**src/common/ooo_defs.svh**
```systemverilog
`ifndef OOO_DEFS_SVH
`define OOO_DEFS_SVH

`define XLEN        64
`define NUM_AR      32
`define NUM_PR      64
`define ROB_DEPTH   16
`define MUL_STAGES  4
`define IMM_W       8

// Index widths
`define AR_W        $clog2(`NUM_AR)
`define PR_W        $clog2(`NUM_PR)
`define ROB_W       $clog2(`ROB_DEPTH)

// Free list holds every register that is unmapped at reset
`define FL_DEPTH    (`NUM_PR - `NUM_AR)
`define FL_W        $clog2(`FL_DEPTH)

`endif

```
**src/common/ooo_pkg.sv**
```systemverilog
`default_nettype none
`include "ooo_defs.svh"

package ooo_pkg;

	typedef logic [`XLEN-1:0]  word_t;
	typedef logic [`AR_W-1:0]  ar_idx_t;
	typedef logic [`PR_W-1:0]  pr_idx_t;
	typedef logic [`ROB_W-1:0] rob_idx_t;
	typedef logic [`IMM_W-1:0] imm_t;

	typedef enum logic [2:0] {
		func_add = 3'd0,
		func_sub = 3'd1,
		func_and = 3'd2,
		func_xor = 3'd3,
		func_mul = 3'd4
	} alu_func_e;

	// What rename hands to an execution unit
	typedef struct packed {
		alu_func_e func;
		word_t     a;
		word_t     b;
		pr_idx_t   tag;    // Destination physical register
		rob_idx_t  slot;
	} issue_t;

	typedef enum logic {
		st_idle,
		st_hold
	} cdb_state_e;

endpackage

`default_nettype wire

```
**src/rename/rename.sv**
```systemverilog
`timescale 1ns/1ns
`default_nettype none
`include "ooo_defs.svh"

module rename (
	input  wire                        clock,
	input  wire                        arst_n,
	input  wire                        inst_valid,
	input  wire ooo_pkg::alu_func_e    inst_func,
	input  wire ooo_pkg::ar_idx_t      inst_dest,
	input  wire ooo_pkg::ar_idx_t      inst_src_a,
	input  wire ooo_pkg::ar_idx_t      inst_src_b,
	input  wire                        inst_use_imm,
	input  wire ooo_pkg::imm_t         inst_imm,
	output logic                       inst_ready,
	output ooo_pkg::pr_idx_t           src_a_tag,
	output ooo_pkg::pr_idx_t           src_b_tag,
	input  wire ooo_pkg::word_t        src_a_value,
	input  wire ooo_pkg::word_t        src_b_value,
	input  wire                        src_a_rdy,
	input  wire                        src_b_rdy,
	input  wire                        rob_full,
	output logic                       rob_alloc,
	output ooo_pkg::ar_idx_t           alloc_ar,
	output ooo_pkg::pr_idx_t           alloc_pr,
	output ooo_pkg::pr_idx_t           alloc_told,
	input  wire ooo_pkg::rob_idx_t     alloc_slot,
	input  wire                        retire_told_valid,
	input  wire ooo_pkg::pr_idx_t      retire_told,
	output logic                       clear_rdy,
	output ooo_pkg::pr_idx_t           clear_tag,
	output logic                       sim_issue,
	output logic                       mul_issue,
	output ooo_pkg::issue_t            issue_data,
	input  wire                        sim_busy
);

	ooo_pkg::pr_idx_t map_q [`NUM_AR];
	ooo_pkg::pr_idx_t fl_q [`FL_DEPTH];
	logic [`FL_W-1:0] fl_head_q;
	logic [`FL_W-1:0] fl_tail_q;
	logic [`FL_W:0]   fl_count_q;
	ooo_pkg::pr_idx_t new_tag;
	logic             is_mul;
	logic             accept;

	assign is_mul    = (inst_func == ooo_pkg::func_mul);
	assign src_a_tag = map_q[inst_src_a];
	assign src_b_tag = map_q[inst_src_b];
	assign new_tag   = fl_q[fl_head_q];    // Head of the free list

	// Operand b is not needed when the immediate replaces it
	assign inst_ready = !rob_full && src_a_rdy && (inst_use_imm || src_b_rdy) &&
		(is_mul || !sim_busy);
	assign accept = inst_valid && inst_ready;

	assign rob_alloc  = accept;
	assign alloc_ar   = inst_dest;
	assign alloc_pr   = new_tag;
	assign alloc_told = map_q[inst_dest];
	assign clear_rdy  = accept;
	assign clear_tag  = new_tag;

	always_ff @(posedge clock or negedge arst_n) begin
		if (!arst_n) begin
			for (int i = 0; i < `NUM_AR; i++)
				map_q[i] <= ooo_pkg::pr_idx_t'(i);     // Identity mapping
		end else if (accept) begin
			map_q[inst_dest] <= new_tag;
		end
	end

	always_ff @(posedge clock or negedge arst_n) begin
		if (!arst_n) begin
			for (int i = 0; i < `FL_DEPTH; i++)
				fl_q[i] <= ooo_pkg::pr_idx_t'(`NUM_AR + i);
			fl_head_q  <= '0;
			fl_tail_q  <= '0;
			fl_count_q <= (`FL_W+1)'(`FL_DEPTH);
		end else begin
			if (retire_told_valid) begin
				fl_q[fl_tail_q] <= retire_told;
				fl_tail_q <= fl_tail_q + 1'b1;
			end
			if (accept)
				fl_head_q <= fl_head_q + 1'b1;
			fl_count_q <= fl_count_q + {{`FL_W{1'b0}}, retire_told_valid} -
				{{`FL_W{1'b0}}, accept};
		end
	end

	always_ff @(posedge clock or negedge arst_n) begin
		if (!arst_n) begin
			sim_issue <= 1'b0;
			mul_issue <= 1'b0;
		end else begin
			sim_issue <= accept && !is_mul;
			mul_issue <= accept && is_mul;
		end
	end

	always_ff @(posedge clock) begin
		if (accept) begin
			issue_data.func <= inst_func;
			issue_data.a    <= src_a_value;
			issue_data.b    <= inst_use_imm ? ooo_pkg::word_t'(inst_imm) : src_b_value;
			issue_data.tag  <= new_tag;
			issue_data.slot <= alloc_slot;
		end
	end

	// ROB depth keeps enough registers free
	a_fl_not_empty: assert property (@(posedge clock) disable iff (!arst_n)
		accept |-> fl_count_q != '0)
		else $error("rename: pop from empty free list");

endmodule

`default_nettype wire

```
**config.mk**
```make
export PLATFORM = sky130hd
export DESIGN_NAME = rename
export DESIGN_NICKNAME = d
export VERILOG_FILES = /design/src/common/ooo_pkg.sv /design/src/rename/rename.sv
export VERILOG_INCLUDE_DIRS = /design/src /design/src/common
export SDC_FILE = /design/constraint.sdc
export NUM_CORES = 1
export LEC_CHECK = 0
export ABC_AREA = 1
export BUFFER_PORTS_ARGS = -buffer_cell sky130_fd_sc_hd__buf_4
export CAP_MARGIN = 20
export CORE_MARGIN = 3
export CORE_UTILIZATION = 25
export CTS_CLUSTER_SIZE = 20
export DETAILED_ROUTE_END_ITERATION = 12
export GPL_TIMING_DRIVEN = 0
export PLACE_DENSITY = 0.52
export RECOVER_POWER = 25
export SYNTH_ARGS = -nofsm -noshare
export SYNTH_HDL_FRONTEND = slang
export SYNTH_SLANG_ARGS = --single-unit
```
**constraint.sdc**
```tcl
create_clock -name clock -period 5.66 [get_ports clock]
set_input_delay 0.849 -clock clock [delete_from_list [all_inputs] [get_ports clock]]
set_output_delay 0.849 -clock clock [all_outputs]
set_load 0.005 [all_outputs]
```
### Word-level counts from Yosys, hierarchy flattened

Cells that the tools add are included.

| cells by class | value |
|---|---|
| reduce and logical (&&, ||, !) cells | 13 |
| add/sub/neg operators | 2 |
| eq/ne operators | 1 |
| bitwise logic cells | 5 |
| mux-type cells | 19 |
| $lt $le $gt $ge | 7 |

Operators with widths:

| kind | number |
|---|---|
| $bwmux W192 | 2 |
| $bmux W6 S5 | 4 |
| $demux W6 S5 | 2 |
| $mux W6 | 10 |
| $ge A6 B6 Y1 const B | 5 |
| $not A5 Y6 | 5 |
| $lt A6 B1 Y1 const B | 2 |
| $add A5 B1 Y5 const B | 2 |
| $logic_and A1 B1 Y1 | 8 |
| $mux W8 | 1 |
| $eq A3 B3 Y1 const B | 1 |
| $logic_not A1 Y1 | 3 |
| $logic_or A1 B1 Y1 | 2 |

| storage, ports and cells | value |
|---|---|
| bits in registers | 537 |
| bits of input ports | 173 |
| word-level logic and storage cells | 121 |
| output and inout bits | 181 |

### Logic depth before layout (Yosys ltp)

| logic depth | value |
|---|---|
| depth in word-level cells | 6 |
| depth in mapped cells | 13 |
| depth with buffers taken out | 10 |

### Worst setup path before layout

Ideal clock, no wire load.

| path | value |
|---|---|
| path type | input port to output port |
| from | input port src_a_rdy |
| to | output port rob_alloc |
| slack | 2.444 ns |
| path buffers | 2 |
| data arrival time | 2.367 ns |
| stages | 6 |
| data required time | 4.811 ns |
| cells stage by stage | inv_1 -> nor3_2 -> nand3_2 -> inv_2 -> buf_6 -> buf_4 |

| on the way | value |
|---|---|
| word-level cells in the longest chain between the ends | 4 |

Ends and longest elaborated chain:

| item | line | source |
|---|---|---|
| start: declaration | rename.sv:20 | `input wire src_a_rdy,` |
| $logic_and A1 B1 Y1 (3 in a row) | rename.sv:53 | `assign inst_ready = !rob_full && src_a_rdy && (inst_use_imm \|\| src_b_rdy) &&` |
| $logic_and A1 B1 Y1 | rename.sv:55 | `assign accept = inst_valid && inst_ready;` |
| end: declaration | rename.sv:23 | `output logic rob_alloc,` |

Every way passes these cells.

### Worst setup path in the final report

| path | value |
|---|---|
| from | register fl_head_q[1] |
| to | output port clear_tag[3] |

| on the way | value |
|---|---|
| word-level cells in the longest chain between the ends | 4 |

Ends and longest elaborated chain:

| item | line | source |
|---|---|---|
| start: declaration | rename.sv:40 | `` logic [`FL_W-1:0] fl_head_q; `` |
| start signal: assignment | rename.sv:86 | `fl_head_q <= fl_head_q + 1'b1;` |
| $not A5 Y6 (not written as such) | rename.sv:50 | `assign new_tag = fl_q[fl_head_q];` |
| $bmux W6 S5 | rename.sv:50 |  |
| $mux W6 (not written as such) (2 in a row) | rename.sv:50 |  |
| end: declaration | rename.sv:31 | `output ooo_pkg::pr_idx_t clear_tag,` |

Every way passes these cells. The select of a mux whose other input is x is not followed.

==> metrics.cfg <==
[run_status]
status = complete, but fails checks
violations = max-capacitance violations, max-slew violations

[yosys]
yosys_most_used_dff = dfrtp_1
yosysMostFrequentCell = nand2_1
synth.area.top_cells = nand2_1, dfrtp_1, dfstp_2
synth_edf_count = 141
yosys.area.top_type = nand2_1
postSynthCellCount = 3602
synth-seq-cells = 537
synth_area_mm2 = 0.02814
yosys-top-cells-count = nand2_1, nand3_1, dfrtp_1
async_reset_ff_share_pct = 73.74
synth-seq-area-share_pct = 51.11
synth.top_cell.area_share_pct = 19.50
yosysWarnings = 0
synth_cell_type_count = 34
avgSynthCellArea_um2 = 7.813
syn-num-nets = 3780

[global_route]
grt_overflow = 0
grt_max_degree = 118
grt_pass1_wl_um = 181600
grt_busiest_layer = met2
antenna_found_initial = 3
grt_use_total_pct = 21.08
met1_usage_pct = 29.05
met2_usage_pct = 32.42
grt_pass1_vias = 25600
use_met3_pct = 3.370

[floorplan]
die_y_um = 341.5
die-area_mm2 = 0.1166
num_rows = 122
ios = 354
die_w_um = 341.5
core_mm2 = 0.1111
initial_core_util_pct = 25.32

[worst_setup_path]
required_ns = 4.81
startpoint_type = flip-flop
slowest_delay_ns = 0.61
critPathArrivalTime_ns = 3.60
critical_path_class = flip-flop to output pin
crit_slowest_cell = clkbuf_1
ff2ff_path_depth = 9
cp_max_fo = 10
cp_cell_sequence = clkbuf_1 > clkbuf_1 > nand3_1 > nand3_1 > nand3_1 > nand2_2 > buf_2 > nand2_1 > inv_1 > buf_4 > buf_4
end_kind = output pin
crit_top_cell = nand3_1

[detailed_routing]
drtAntennaViolNets = 0
num_vias = 27240
routed_wl_um = 126400
dr.pass1.iters = 6
wl_per_cell_um = 22.75
drtIter0Drc = 3124
routed_via_density = 4.902
drc_errors = 0

[timing]
worst_pin_slew_ns = 4.056
setup_violations = 0
hold_viol_final = 0
hold_slack_ns = 0.3708
relSlewSlack_pct = -170.4
drv_slew = 67
rsz0062_at_grt = false
fin_crit_sh_pct = 78.57
fin_skew_ns = 0.04559
min_period_ns = 4.447
setup_tns_ns = 0
max_freq_mhz = 224.9

[placed_design]
gp_congestion = 1.056
portBuffers = 347
hpwl_um = 91890

[clock_tree]
clk_latency_ns = 0.68
cts-root-buf = clkbuf_16
clk_pin_slew_ns = 0.06
cts.sink_count = 537
cts_tree = built
holdBufCountCts = 0
clk_path_buf_depth = 3
htreeDepth = 2
cts_made_buffers = 61
cts_setup_buffers = 0
cts_resized = 0

[final_layout]
nNetsFinal = 4195
drive_above_1_share_pct = 21.18
areaGrowthSynthToFinish_pct = 24.03
fin_util_pct = 31.41
n_antenna_cell = 0

[power_and_ir_drop]
cellPowerDensity_mw_per_mm2 = 422.5
power.leakage_nw = 15.77
irDropWorstVdd_v = 0.0002637

[run]
cap_violations = 1

[min_path]
min_delay_path_depth = 1
worstHoldPathType = input port to flip-flop

where the power goes:
part,switching (W),internal [W]
Sequential,0.000539,0.00501
Combinational,0.00346,0.00150
Clock,0.00174,0.00250
Total,0.00574,0.00900
worst paths after layout:
path / startpoint / to / slack, ns
min reg2reg: fl_q[181] / fl_q[181] / 0.48
max in group asynchronous: arst_n / fl_q[69] / 1.67
max: fl_head_q[1] / clear_tag[3] / 1.21
max reg2reg: fl_head_q[1] / issue_data[7] / 2.76
min in group asynchronous: arst_n / map_q[113] / 1.62
min: src_a_value[62] / issue_data[136] / 0.37
final cells by class:
type,count,area [µm²]
Multi-Input combinational cell,2603,11770
Fill cell,11930,76220
Buffer,241,1144
Inverter,221,849.6
Timing Repair Buffer,352,2723
Tap cell,1488,1862
Clock inverter,21,240.2
Sequential cell,537,14380
Clock buffer,94,1936
logic make-up after synthesis:
family	synth area share, %
simple gates	34.16
xor+xnor	0.2179
buf+inv	7.074
fa+ha+maj	0.2223
compound gates	6.891
mux	0.3201
flops	51.11
layout by cell type, fill, tap and decap left out, types with 8 or more instances in the layout:
cell type,n
o21a_1,12
mux2_2,8
nor2_4,20
a21oi_1,24
inv_4,8
clkbuf_16,67
dfstp_2,192
buf_4,311
inv_2,33
buf_2,67
clkinv_2,11
a22oi_1,96
edfxtp_1,141
nand3_1,602
clkbuf_1,134
nand2_1,1462
dfrtp_1,204
nor2_2,8
buf_1,13
clkbuf_4,72
o21ai_0,200
inv_1,177
nand2_2,13
clkbuf_8,15
nor2_1,121
routing by layer:
layer	part of all wire (%)	wire length [µm]	up-vias
li1	-	-	12520
met1	43	54580	13130
met2	44	55480	1314
met3	8.1	10270	270
met4	4.8	6093	4
met5	0.018	23	-
stage by stage:
step / setup WS [ns] / std cells / cell area (µm²) / power, W
floorplan: 2.444 / 3602 / 28140 / 0.008222
global placement: -0.5417 / 5437 / 32610 / 0.01046
detailed placement: 1.450 / 5441 / 32730 / 0.01050
CTS: 1.165 / 5556 / 34910 / 0.01481
global route: 1.024 / 5557 / 34900 / 0.01553
finish: 1.213 / 5557 / 34900 / 0.01475
flip-flops by register name, indices dropped and copies added, names as in the netlist:
name and cells:
issue_data 141, map_q 192, mul_issue 1, fl_tail_q 5, fl_q 192, sim_issue 1
fl_head_q 5
critical path: cells and delay by family (launching register included):
kind / cells / cell delay [ns]
buffers and inverters: 6 / 1.62
DFF: 1 / 0.35
and+or+nand+nor: 5 / 0.92
Note: power is estimated with default switching activity, not from simulation.
