File: config.mk
export PLATFORM = sky130hd
export DESIGN_NAME = rob_flat
export DESIGN_NICKNAME = d
export VERILOG_FILES = /design/src/common/ooo_pkg.sv /design/src/common/cdb_if.sv /design/src/verilog/rob.sv /design/src/flat_wrapper.sv
export VERILOG_INCLUDE_DIRS = /design/src /design/src/common
export SDC_FILE = /design/constraint.sdc
export NUM_CORES = 1
export LEC_CHECK = 0
export BUFFER_PORTS_ARGS = -buffer_cell sky130_fd_sc_hd__clkbuf_2
export CAP_MARGIN = 5
export CORE_MARGIN = 3
export CORE_UTILIZATION = 58
export DETAILED_ROUTE_END_ITERATION = 10
export GPL_ROUTABILITY_DRIVEN = 1
export GPL_TIMING_DRIVEN = 0
export HOLD_SLACK_MARGIN = 0.1
export PLACE_DENSITY = 0.75
export SLEW_MARGIN = 5
export SYNTH_ARGS = -nofsm -noshare
export SYNTH_HDL_FRONTEND = slang
export SYNTH_SLANG_ARGS = --single-unit
File: constraint.sdc
create_clock -name clock -period 6.66 [get_ports clock]
set_input_delay 1.332 -clock clock [delete_from_list [all_inputs] [get_ports clock]]
set_output_delay 1.332 -clock clock [all_outputs]
set_load 0.02 [all_outputs]
File: src/common/ooo_defs.svh
`ifndef OOO_DEFS_SVH
`define OOO_DEFS_SVH

`define XLEN        64
`define NUM_AR      32
`define NUM_PR      64
`define ROB_DEPTH   16
`define MUL_STAGES  4
`define IMM_W       8

// Index widths
`define AR_W        $clog2(`NUM_AR)
`define PR_W        $clog2(`NUM_PR)
`define ROB_W       $clog2(`ROB_DEPTH)

// Free list holds every register that is unmapped at reset
`define FL_DEPTH    (`NUM_PR - `NUM_AR)
`define FL_W        $clog2(`FL_DEPTH)

`endif

File: src/common/ooo_pkg.sv
`default_nettype none
`include "ooo_defs.svh"

package ooo_pkg;

	typedef logic [`XLEN-1:0]  word_t;
	typedef logic [`AR_W-1:0]  ar_idx_t;
	typedef logic [`PR_W-1:0]  pr_idx_t;
	typedef logic [`ROB_W-1:0] rob_idx_t;
	typedef logic [`IMM_W-1:0] imm_t;

	typedef enum logic [2:0] {
		func_add = 3'd0,
		func_sub = 3'd1,
		func_and = 3'd2,
		func_xor = 3'd3,
		func_mul = 3'd4
	} alu_func_e;

	// What rename hands to an execution unit
	typedef struct packed {
		alu_func_e func;
		word_t     a;
		word_t     b;
		pr_idx_t   tag;    // Destination physical register
		rob_idx_t  slot;
	} issue_t;

	typedef enum logic {
		st_idle,
		st_hold
	} cdb_state_e;

endpackage

`default_nettype wire

File: src/common/cdb_if.sv
`timescale 1ns/1ns
`default_nettype none

interface cdb_if;
	logic              req;
	logic              grant;
	logic              valid;     // On a unit bus: result taken this cycle
	ooo_pkg::pr_idx_t  tag;
	ooo_pkg::word_t    value;
	ooo_pkg::rob_idx_t rob_slot;

	modport unit (
		output req, output valid, output tag, output value, output rob_slot,
		input  grant
	);

	modport arbiter (
		input  req, input valid, input tag, input value, input rob_slot,
		output grant
	);

	modport listener (
		input valid, input tag, input value, input rob_slot
	);
endinterface

`default_nettype wire

File: src/verilog/rob.sv
`timescale 1ns/1ns
`default_nettype none
`include "ooo_defs.svh"

module rob (
	input  wire                     clock,
	input  wire                     arst_n,
	input  wire                     rob_alloc,
	input  wire ooo_pkg::ar_idx_t   alloc_ar,
	input  wire ooo_pkg::pr_idx_t   alloc_pr,
	input  wire ooo_pkg::pr_idx_t   alloc_told,
	output ooo_pkg::rob_idx_t       alloc_slot,
	output logic                    rob_full,
	cdb_if.listener                 cdb,
	output logic                    retire_told_valid,
	output ooo_pkg::pr_idx_t        retire_told,
	output logic                    commit_valid,
	output ooo_pkg::ar_idx_t        commit_ar,
	output ooo_pkg::word_t          commit_value
);

	ooo_pkg::ar_idx_t      ar_q [`ROB_DEPTH];
	ooo_pkg::pr_idx_t      pr_q [`ROB_DEPTH];
	ooo_pkg::pr_idx_t      told_q [`ROB_DEPTH];
	ooo_pkg::word_t        value_q [`ROB_DEPTH];
	logic [`ROB_DEPTH-1:0] done_q;
	ooo_pkg::rob_idx_t     head_q;
	ooo_pkg::rob_idx_t     tail_q;
	logic [`ROB_W:0]       count_q;
	logic                  retire;

	assign retire     = (count_q != '0) && done_q[head_q];
	assign rob_full   = count_q[`ROB_W];     // Set only at count == depth
	assign alloc_slot = tail_q;

	always_ff @(posedge clock or negedge arst_n) begin
		if (!arst_n) begin
			head_q            <= '0;
			tail_q            <= '0;
			count_q           <= '0;
			done_q            <= '0;
			commit_valid      <= 1'b0;
			retire_told_valid <= 1'b0;
		end else begin
			if (rob_alloc) begin
				done_q[tail_q] <= 1'b0;
				tail_q <= tail_q + 1'b1;
			end
			if (cdb.valid)
				done_q[cdb.rob_slot] <= 1'b1;
			if (retire) begin
				done_q[head_q] <= 1'b0;
				head_q <= head_q + 1'b1;
			end
			count_q <= count_q + {{`ROB_W{1'b0}}, rob_alloc} - {{`ROB_W{1'b0}}, retire};
			commit_valid      <= retire;
			retire_told_valid <= retire;
		end
	end

	always_ff @(posedge clock) begin
		if (rob_alloc) begin
			ar_q[tail_q]   <= alloc_ar;
			pr_q[tail_q]   <= alloc_pr;
			told_q[tail_q] <= alloc_told;
		end
		if (cdb.valid)
			value_q[cdb.rob_slot] <= cdb.value;
		if (retire) begin
			commit_ar    <= ar_q[head_q];
			commit_value <= value_q[head_q];
			retire_told  <= told_q[head_q];
		end
	end

	// Broadcast completes its own entry, and only once
	a_bcast_match: assert property (@(posedge clock) disable iff (!arst_n)
		cdb.valid |-> !done_q[cdb.rob_slot] && pr_q[cdb.rob_slot] == cdb.tag)
		else $error("rob: broadcast does not match its entry");

	a_no_overflow: assert property (@(posedge clock) disable iff (!arst_n)
		rob_alloc |-> !rob_full)
		else $error("rob: allocation into a full buffer");

endmodule

`default_nettype wire
File: src/flat_wrapper.sv
// flat-port wrapper written by rule: the top's interface ports become plain ports
module rob_flat 
  (clock, arst_n, rob_alloc, alloc_ar, alloc_pr, alloc_told, alloc_slot, rob_full, retire_told_valid, retire_told, commit_valid, commit_ar, commit_value, cdb_valid, cdb_tag, cdb_value, cdb_rob_slot);
  cdb_if cdb_i ();
  input  wire clock;
  input  wire arst_n;
  input  wire rob_alloc;
  input  wire ooo_pkg::ar_idx_t alloc_ar;
  input  wire ooo_pkg::pr_idx_t alloc_pr;
  input  wire ooo_pkg::pr_idx_t alloc_told;
  output ooo_pkg::rob_idx_t alloc_slot;
  output logic rob_full;
  output logic retire_told_valid;
  output ooo_pkg::pr_idx_t retire_told;
  output logic commit_valid;
  output ooo_pkg::ar_idx_t commit_ar;
  output ooo_pkg::word_t commit_value;
  input wire logic [$bits(cdb_i.valid)-1:0] cdb_valid;
  input wire logic [$bits(cdb_i.tag)-1:0] cdb_tag;
  input wire logic [$bits(cdb_i.value)-1:0] cdb_value;
  input wire logic [$bits(cdb_i.rob_slot)-1:0] cdb_rob_slot;
  assign cdb_i.valid = cdb_valid;
  assign cdb_i.tag = cdb_tag;
  assign cdb_i.value = cdb_value;
  assign cdb_i.rob_slot = cdb_rob_slot;
  rob u_core (.clock(clock), .arst_n(arst_n), .rob_alloc(rob_alloc), .alloc_ar(alloc_ar), .alloc_pr(alloc_pr), .alloc_told(alloc_told), .alloc_slot(alloc_slot), .rob_full(rob_full), .cdb(cdb_i), .retire_told_valid(retire_told_valid), .retire_told(retire_told), .commit_valid(commit_valid), .commit_ar(commit_ar), .commit_value(commit_value));
endmodule
Word level (Yosys, flattened, before mapping)
Memories as Yosys holds them, arrays and structs flattened. A register that Yosys moved wholly into a read port is not among the register bits.
Index checks and enable logic that the tools add are counted.
{"block": "totals", "register_bits": 30, "ramBits": 1200, "mem_count": 3, "output_inout_bits": 82, "input_bits": 95}
{"block": "classes", "bitwise_logic": 5, "n_reduce_logical": 5, "order_cmp": 6, "addsub": 4, "n_mux": 15}
{"name": "u_core.value_q", "depth": 16, "width": 64, "rd": 1, "rd_clocked_by_memory_dff": 1, "write_ports": 1, "line_no": "rob.sv:25", "text": "ooo_pkg::word_t value_q [`ROB_DEPTH];"}
{"name": "u_core.told_q", "depth": 16, "width": 6, "rd": 1, "rd_clocked_by_memory_dff": 1, "write_ports": 1, "line_no": "rob.sv:24", "text": "ooo_pkg::pr_idx_t told_q [`ROB_DEPTH];"}
{"name": "u_core.ar_q", "depth": 16, "width": 5, "rd": 1, "rd_clocked_by_memory_dff": 1, "write_ports": 1, "line_no": "rob.sv:22", "text": "ooo_pkg::ar_idx_t ar_q [`ROB_DEPTH];"}
{"operator": "$mux W16", "n": 3}
{"operator": "$and A16 B16 Y16", "n": 2}
{"operator": "$not A16 Y16", "n": 2}
{"operator": "$or A16 B16 Y16", "n": 1}
{"operator": "$lt A4 B5 Y1 const B", "n": 3}
{"operator": "$demux W1 S4", "n": 3}
{"operator": "$ge A4 B1 Y1 const B", "n": 3}
{"operator": "$add A4 B1 Y4 const B", "n": 2}
{"operator": "$mux W1", "n": 8}
{"operator": "$add A5 B1 Y5", "n": 1}
{"operator": "$reduce_bool A5 Y1", "n": 1}
{"operator": "$sub A5 B1 Y5", "n": 1}
{"operator": "$bmux W1 S4", "n": 1}
{"operator": "$logic_and A1 B1 Y1", "n": 4}

Logic depth before layout (Yosys ltp)
{"block": "logic_depth", "word_depth": 11, "mapped_depth": 16}

Least setup slack after synthesis
Ideal clock, no wire load.
{"block": "synth_path", "kind": "input-to-reg", "from": "input port cdb_rob_slot[1]", "to": "memory u_core.value_q[0][0] in the netlist's numbering, enable pin", "t_arrival_ns": 6.245, "cell_stages": 2, "path_slack_ns": -0.152, "cell_sequence": "or3b_2 > nor3_1"}
{"item": "start: declaration", "line_no": "flat_wrapper.sv:21", "text": "input wire logic [$bits(cdb_i.rob_slot)-1:0] cdb_rob_slot;"}
{"item": "end: declaration", "line_no": "rob.sv:25"}
Straight into the memory's write port.

Worst setup path in the final report
{"block": "layout_path", "from": "register u_core.count_q[2]", "to": "register u_core.count_q[4]"}
{"block": "layout_via", "elab_chain_cells": 3, "elab_cells_between_ends": 4}
{"item": "start: declaration", "line_no": "rob.sv:29", "text": "logic [`ROB_W:0] count_q;"}
{"item": "start signal: assignment", "line_no": "rob.sv:55", "text": "count_q <= count_q + {{`ROB_W{1'b0}}, rob_alloc} - {{`ROB_W{1'b0}}, retire};"}
{"item": "$reduce_bool A5 Y1", "line_no": "rob.sv:32", "text": "assign retire = (count_q != '0) && done_q[head_q];"}
{"item": "$logic_and A1 B1 Y1", "line_no": "rob.sv:32"}
{"item": "named net u_core.retire", "line_no": "rob.sv:30", "text": "logic retire;"}
{"item": "$sub A5 B1 Y5", "line_no": "rob.sv:55"}
The timed path passes the listed nets, and every way through them passes these cells.
A chain may end at the register's enable or synchronous reset.

==> metrics.md <==
| Metric | Value |
|---|---|
| Max stage delay cell, worst path | `nor4b_1` |
| Final WL | `119000 µm` |
| CTS tree | `done` |
| P_leak | `19.0 nW` |
| FP Rows | `106` |
| Max Cap Violations | `0` |
| # fillers | `4760` |
| Status | `completed` |
| # clock sinks | `1305` |
| Final HPWL DP | `70500 µm` |
| Synth unique cells | `45` |
| H-tree depth | `4` |
| PostCTS Resize Cnt | `0` |
| Hold Path Class | `flop to flop` |
| NumNets Final | `2429` |
| Vias in the first global route | `24400` |
| GPL Wtd Cong | `0.812` |
| Layout Skew | `0.0226 ns` |
| Pin count of the biggest net entering global routing | `38` |
| VDD IR max | `342 µV` |
| Post-Synth Simple-Gate Area | `0.818%` |
| Share of layout cells above drive strength 1 | `30.9%` |
| CTS Buf Count | `130` |
| Die X-Extent | `299 µm` |
| Area leader, netlist | `edfxtp_1` |
| CP most frequent cell | `inv_1` |
| Most used DFF post-synth | `edfxtp_1` |
| Mean Syn Cell Area | `25.5 µm²` |
| XOR/XNOR Fraction of Synth Area | `0.159%` |
| Register area share after synthesis | `78.5%` |
| Routed via count | `23300` |
| Post-Syn Nets | `2056` |
| Root Driver | `clkbuf_16` |
| CP Capture Type | `flop` |
| CP required | `7.24 ns` |
| Crit share post-route | `53.9%` |
| DR vias/cell | `6.52` |
| FF+latch count, synth | `1305` |
| Gr usage total | `27.2%` |
| Antenna Nets Post-Route | `0` |
| Clk pin slew, worst setup/hold paths | `0.06 ns` |
| Max incr delay on CP | `0.64 ns` |
| Synth async-reset ratio | `2.30%` |
| Cells along the critical path | `inv_1 > ha_1 > nor4b_1 > a21oi_1 > and4bb_4 > or2_4 > ha_1 > inv_1 > ha_1 > inv_1 > fa_1 > inv_1 > a21oi_1 > nor2_1 > nor2_1 > xnor2_1` |
| Area post-placement | `53400 µm²` |
| Area contributors post-synth | `edfxtp_1 (77%), mux4_2 (11%), mux4_1 (6.4%)` |
| DIE AREA | `89300 µm²` |
| Iteration-0 DRC Markers | `3118` |
| Starting Density | `59.0%` |
| Maximum fanout along the worst path | `18` |
| Main combinational cell family by area after synthesis | `multiplexers` |
| Worst skew pair latency | `0.72 ns` |
| Number of enable flip-flop cells after synthesis | `1275` |
| Count of final hold-check violations | `0` |
| Period minus WS final | `3.59 ns` |
| Post-Synth Adder-Cell Area | `0.393%` |
| Io pins | `177` |
| Post-Synthesis Cell Area | `49700 µm²` |
| Yosys top cell area share | `77.0%` |
| Initial antenna violation count | `14` |
| Remaining Overflow, GRT | `0` |
| Unrepaired setup endpoints after global routing | `no` |
| Routed len/inst | `33.3 µm` |
| Pwr/cell area | `418 nW/µm²` |
| Yosys warnings | `0` |
| Area delta synth->final | `16.1%` |
| Final setup viols | `0` |
| 1st-pass router iterations | `5` |
| Core area | `84200 µm²` |
| Least-Margin Pin Slew | `1.21 ns` |
| Compound-gate portion of the synthesized area | `0.458%` |
| Slew HR | `19.1%` |
| Post-CTS Hold Buffers | `0` |
| Setup TNS | `0 ns` |
| Post-route cell area | `57700 µm²` |
| Fmax | `279 MHz` |
| Startpoint Class | `flop` |
| PortBufs | `164` |
| Commonest cells in the netlist | `edfxtp_1 (1275), mux4_2 (253), mux4_1 (122)` |
| Worst setup path class | `flop to flop` |
| Multiplexer share of the synthesized area | `18.0%` |
| DRC | `0` |
| CP arrival | `4.17 ns` |
| Crit path max-delay family | `simple AND/OR/NAND/NOR gates` |
| Mapped Cells | `1946` |
| Post-CTS setup buffer count | `0` |
| Buf/Inv on CP | `4` |
| Count leader, synth | `edfxtp_1` |
| Clk buf depth | `3` |
| First-pass GRT wire length | `171000 µm` |
| Chip height | `299 µm` |
| Slew Viols, Final | `0` |
[sequential cells by signal (all words and copies together) (netlist names)]
| signal | count |
|---|---|
| u_core.value_q | 1024 |
| u_core.told_q | 96 |
| u_core.ar_q | 80 |
| u_core.commit_value | 64 |
| u_core.done_q | 16 |
| u_core.retire_told | 6 |
| u_core.commit_ar | 5 |
| u_core.count_q | 5 |
| u_core.alloc_slot | 4 |
| u_core.head_q | 4 |
| u_core.retire_told_valid | 1 |
[worst paths after layout]
| path | startpoint | end | slack (ns) | cells after the start |
|---|---|---|---|---|
| worst max register to register | u_core.count_q[2]$_DFF_PN0_ | u_core.count_q[4]$_DFF_PN0_ | 3.07 | 16 |
| min in group asynchronous | arst_n | u_core.count_q[1]$_DFF_PN0_ | 0.70 | 1 |
| worst max-delay path | u_core.count_q[2]$_DFF_PN0_ | u_core.count_q[4]$_DFF_PN0_ | 3.07 | 16 |
| worst min-delay path | u_core.done_q[0]$_DFF_PN0_ | u_core.done_q[0]$_DFF_PN0_ | 0.55 | 2 |
| worst min register to register | u_core.done_q[0]$_DFF_PN0_ | u_core.done_q[0]$_DFF_PN0_ | 0.55 | 2 |
| max in group asynchronous | arst_n | u_core.head_q[2]$_DFFE_PN0N_ | 5.45 | 1 |
[worst min-delay path: cells and delay by family (launching register included)]
kind            cells  cell delay [ns]
compound gates      2             0.16
flops               1             0.34
[cell families after synthesis]
| group | after synthesis |
|---|---|
| flip-flops | 1305 |
| multiplexers | 381 |
| buffers and inverters | 117 |
| AND/OR/NAND/NOR | 78 |
| AO/OA/AOI/OAI | 41 |
| adder cells (fa/ha/maj) | 15 |
| XOR/XNOR | 9 |
[cell usage in the layout (no fill, tap or decap), types with 4 or more instances in the layout]
master,n
a21oi_1,31
and2_1,4
buf_1,5
buf_12,33
buf_16,20
buf_2,8
buf_4,19
buf_6,32
buf_8,9
bufinv_16,12
clkbuf_1,64
clkbuf_16,136
clkbuf_2,164
clkinv_1,29
clkinv_2,25
clkinv_8,4
dfrtp_1,30
diode_2,11
edfxtp_1,1275
ha_1,14
inv_1,25
inv_6,6
mux4_1,122
mux4_2,253
nand2_1,12
nand3_1,10
nor2_1,9
nor2_4,12
nor2b_1,11
nor3_2,4
xnor2_1,7
[layer usage]
metal / GRT usage, % / up-vias / part of all wire [%]
li1: - / 9288 / -
met1: 36.4 / 12200 / 36
met2: 44.6 / 1490 / 51
met3: 6.91 / 248 / 10
met4: 9.19 / 8 / 2.9
met5: 0 / - / 0.046
[through the flow]
stage          util, %  power, mW  worst slack (ns)  hold WS, ns  instances
2_1_floorplan        -       14.7             0.150        0.503       1946
3_3_place_gp      61.7       16.7             -6.04        0.526       3244
3_5_place_dp      63.5       16.9              3.01        0.536       3321
4_1_cts           68.5       24.2              3.04        0.549       3558
5_1_grt           68.5       24.9              2.90        0.578       3562
6_report          68.5       24.1              3.07        0.550       3569
[final cells by class]
class                   instances  area, µm²  area share [%]
multi-input cells             524      10000            17.3
flip-flops and latches       1305      39000            67.7
clock buffers                 158       3490            6.04
repair buffers                241       2190            3.79
clock inverters                79        747            1.29
inverters                      26       97.6           0.169
well taps                    1134       1420            2.46
diodes                         11       27.5          0.0477
plain buffers                  91        698            1.21
[power breakdown]
group	switching [mW]	internal, mW
sequential	0.234	9.88
clock	3.05	4.21
combinational	3.68	3.04
Note: power is estimated with default switching activity, not from simulation.
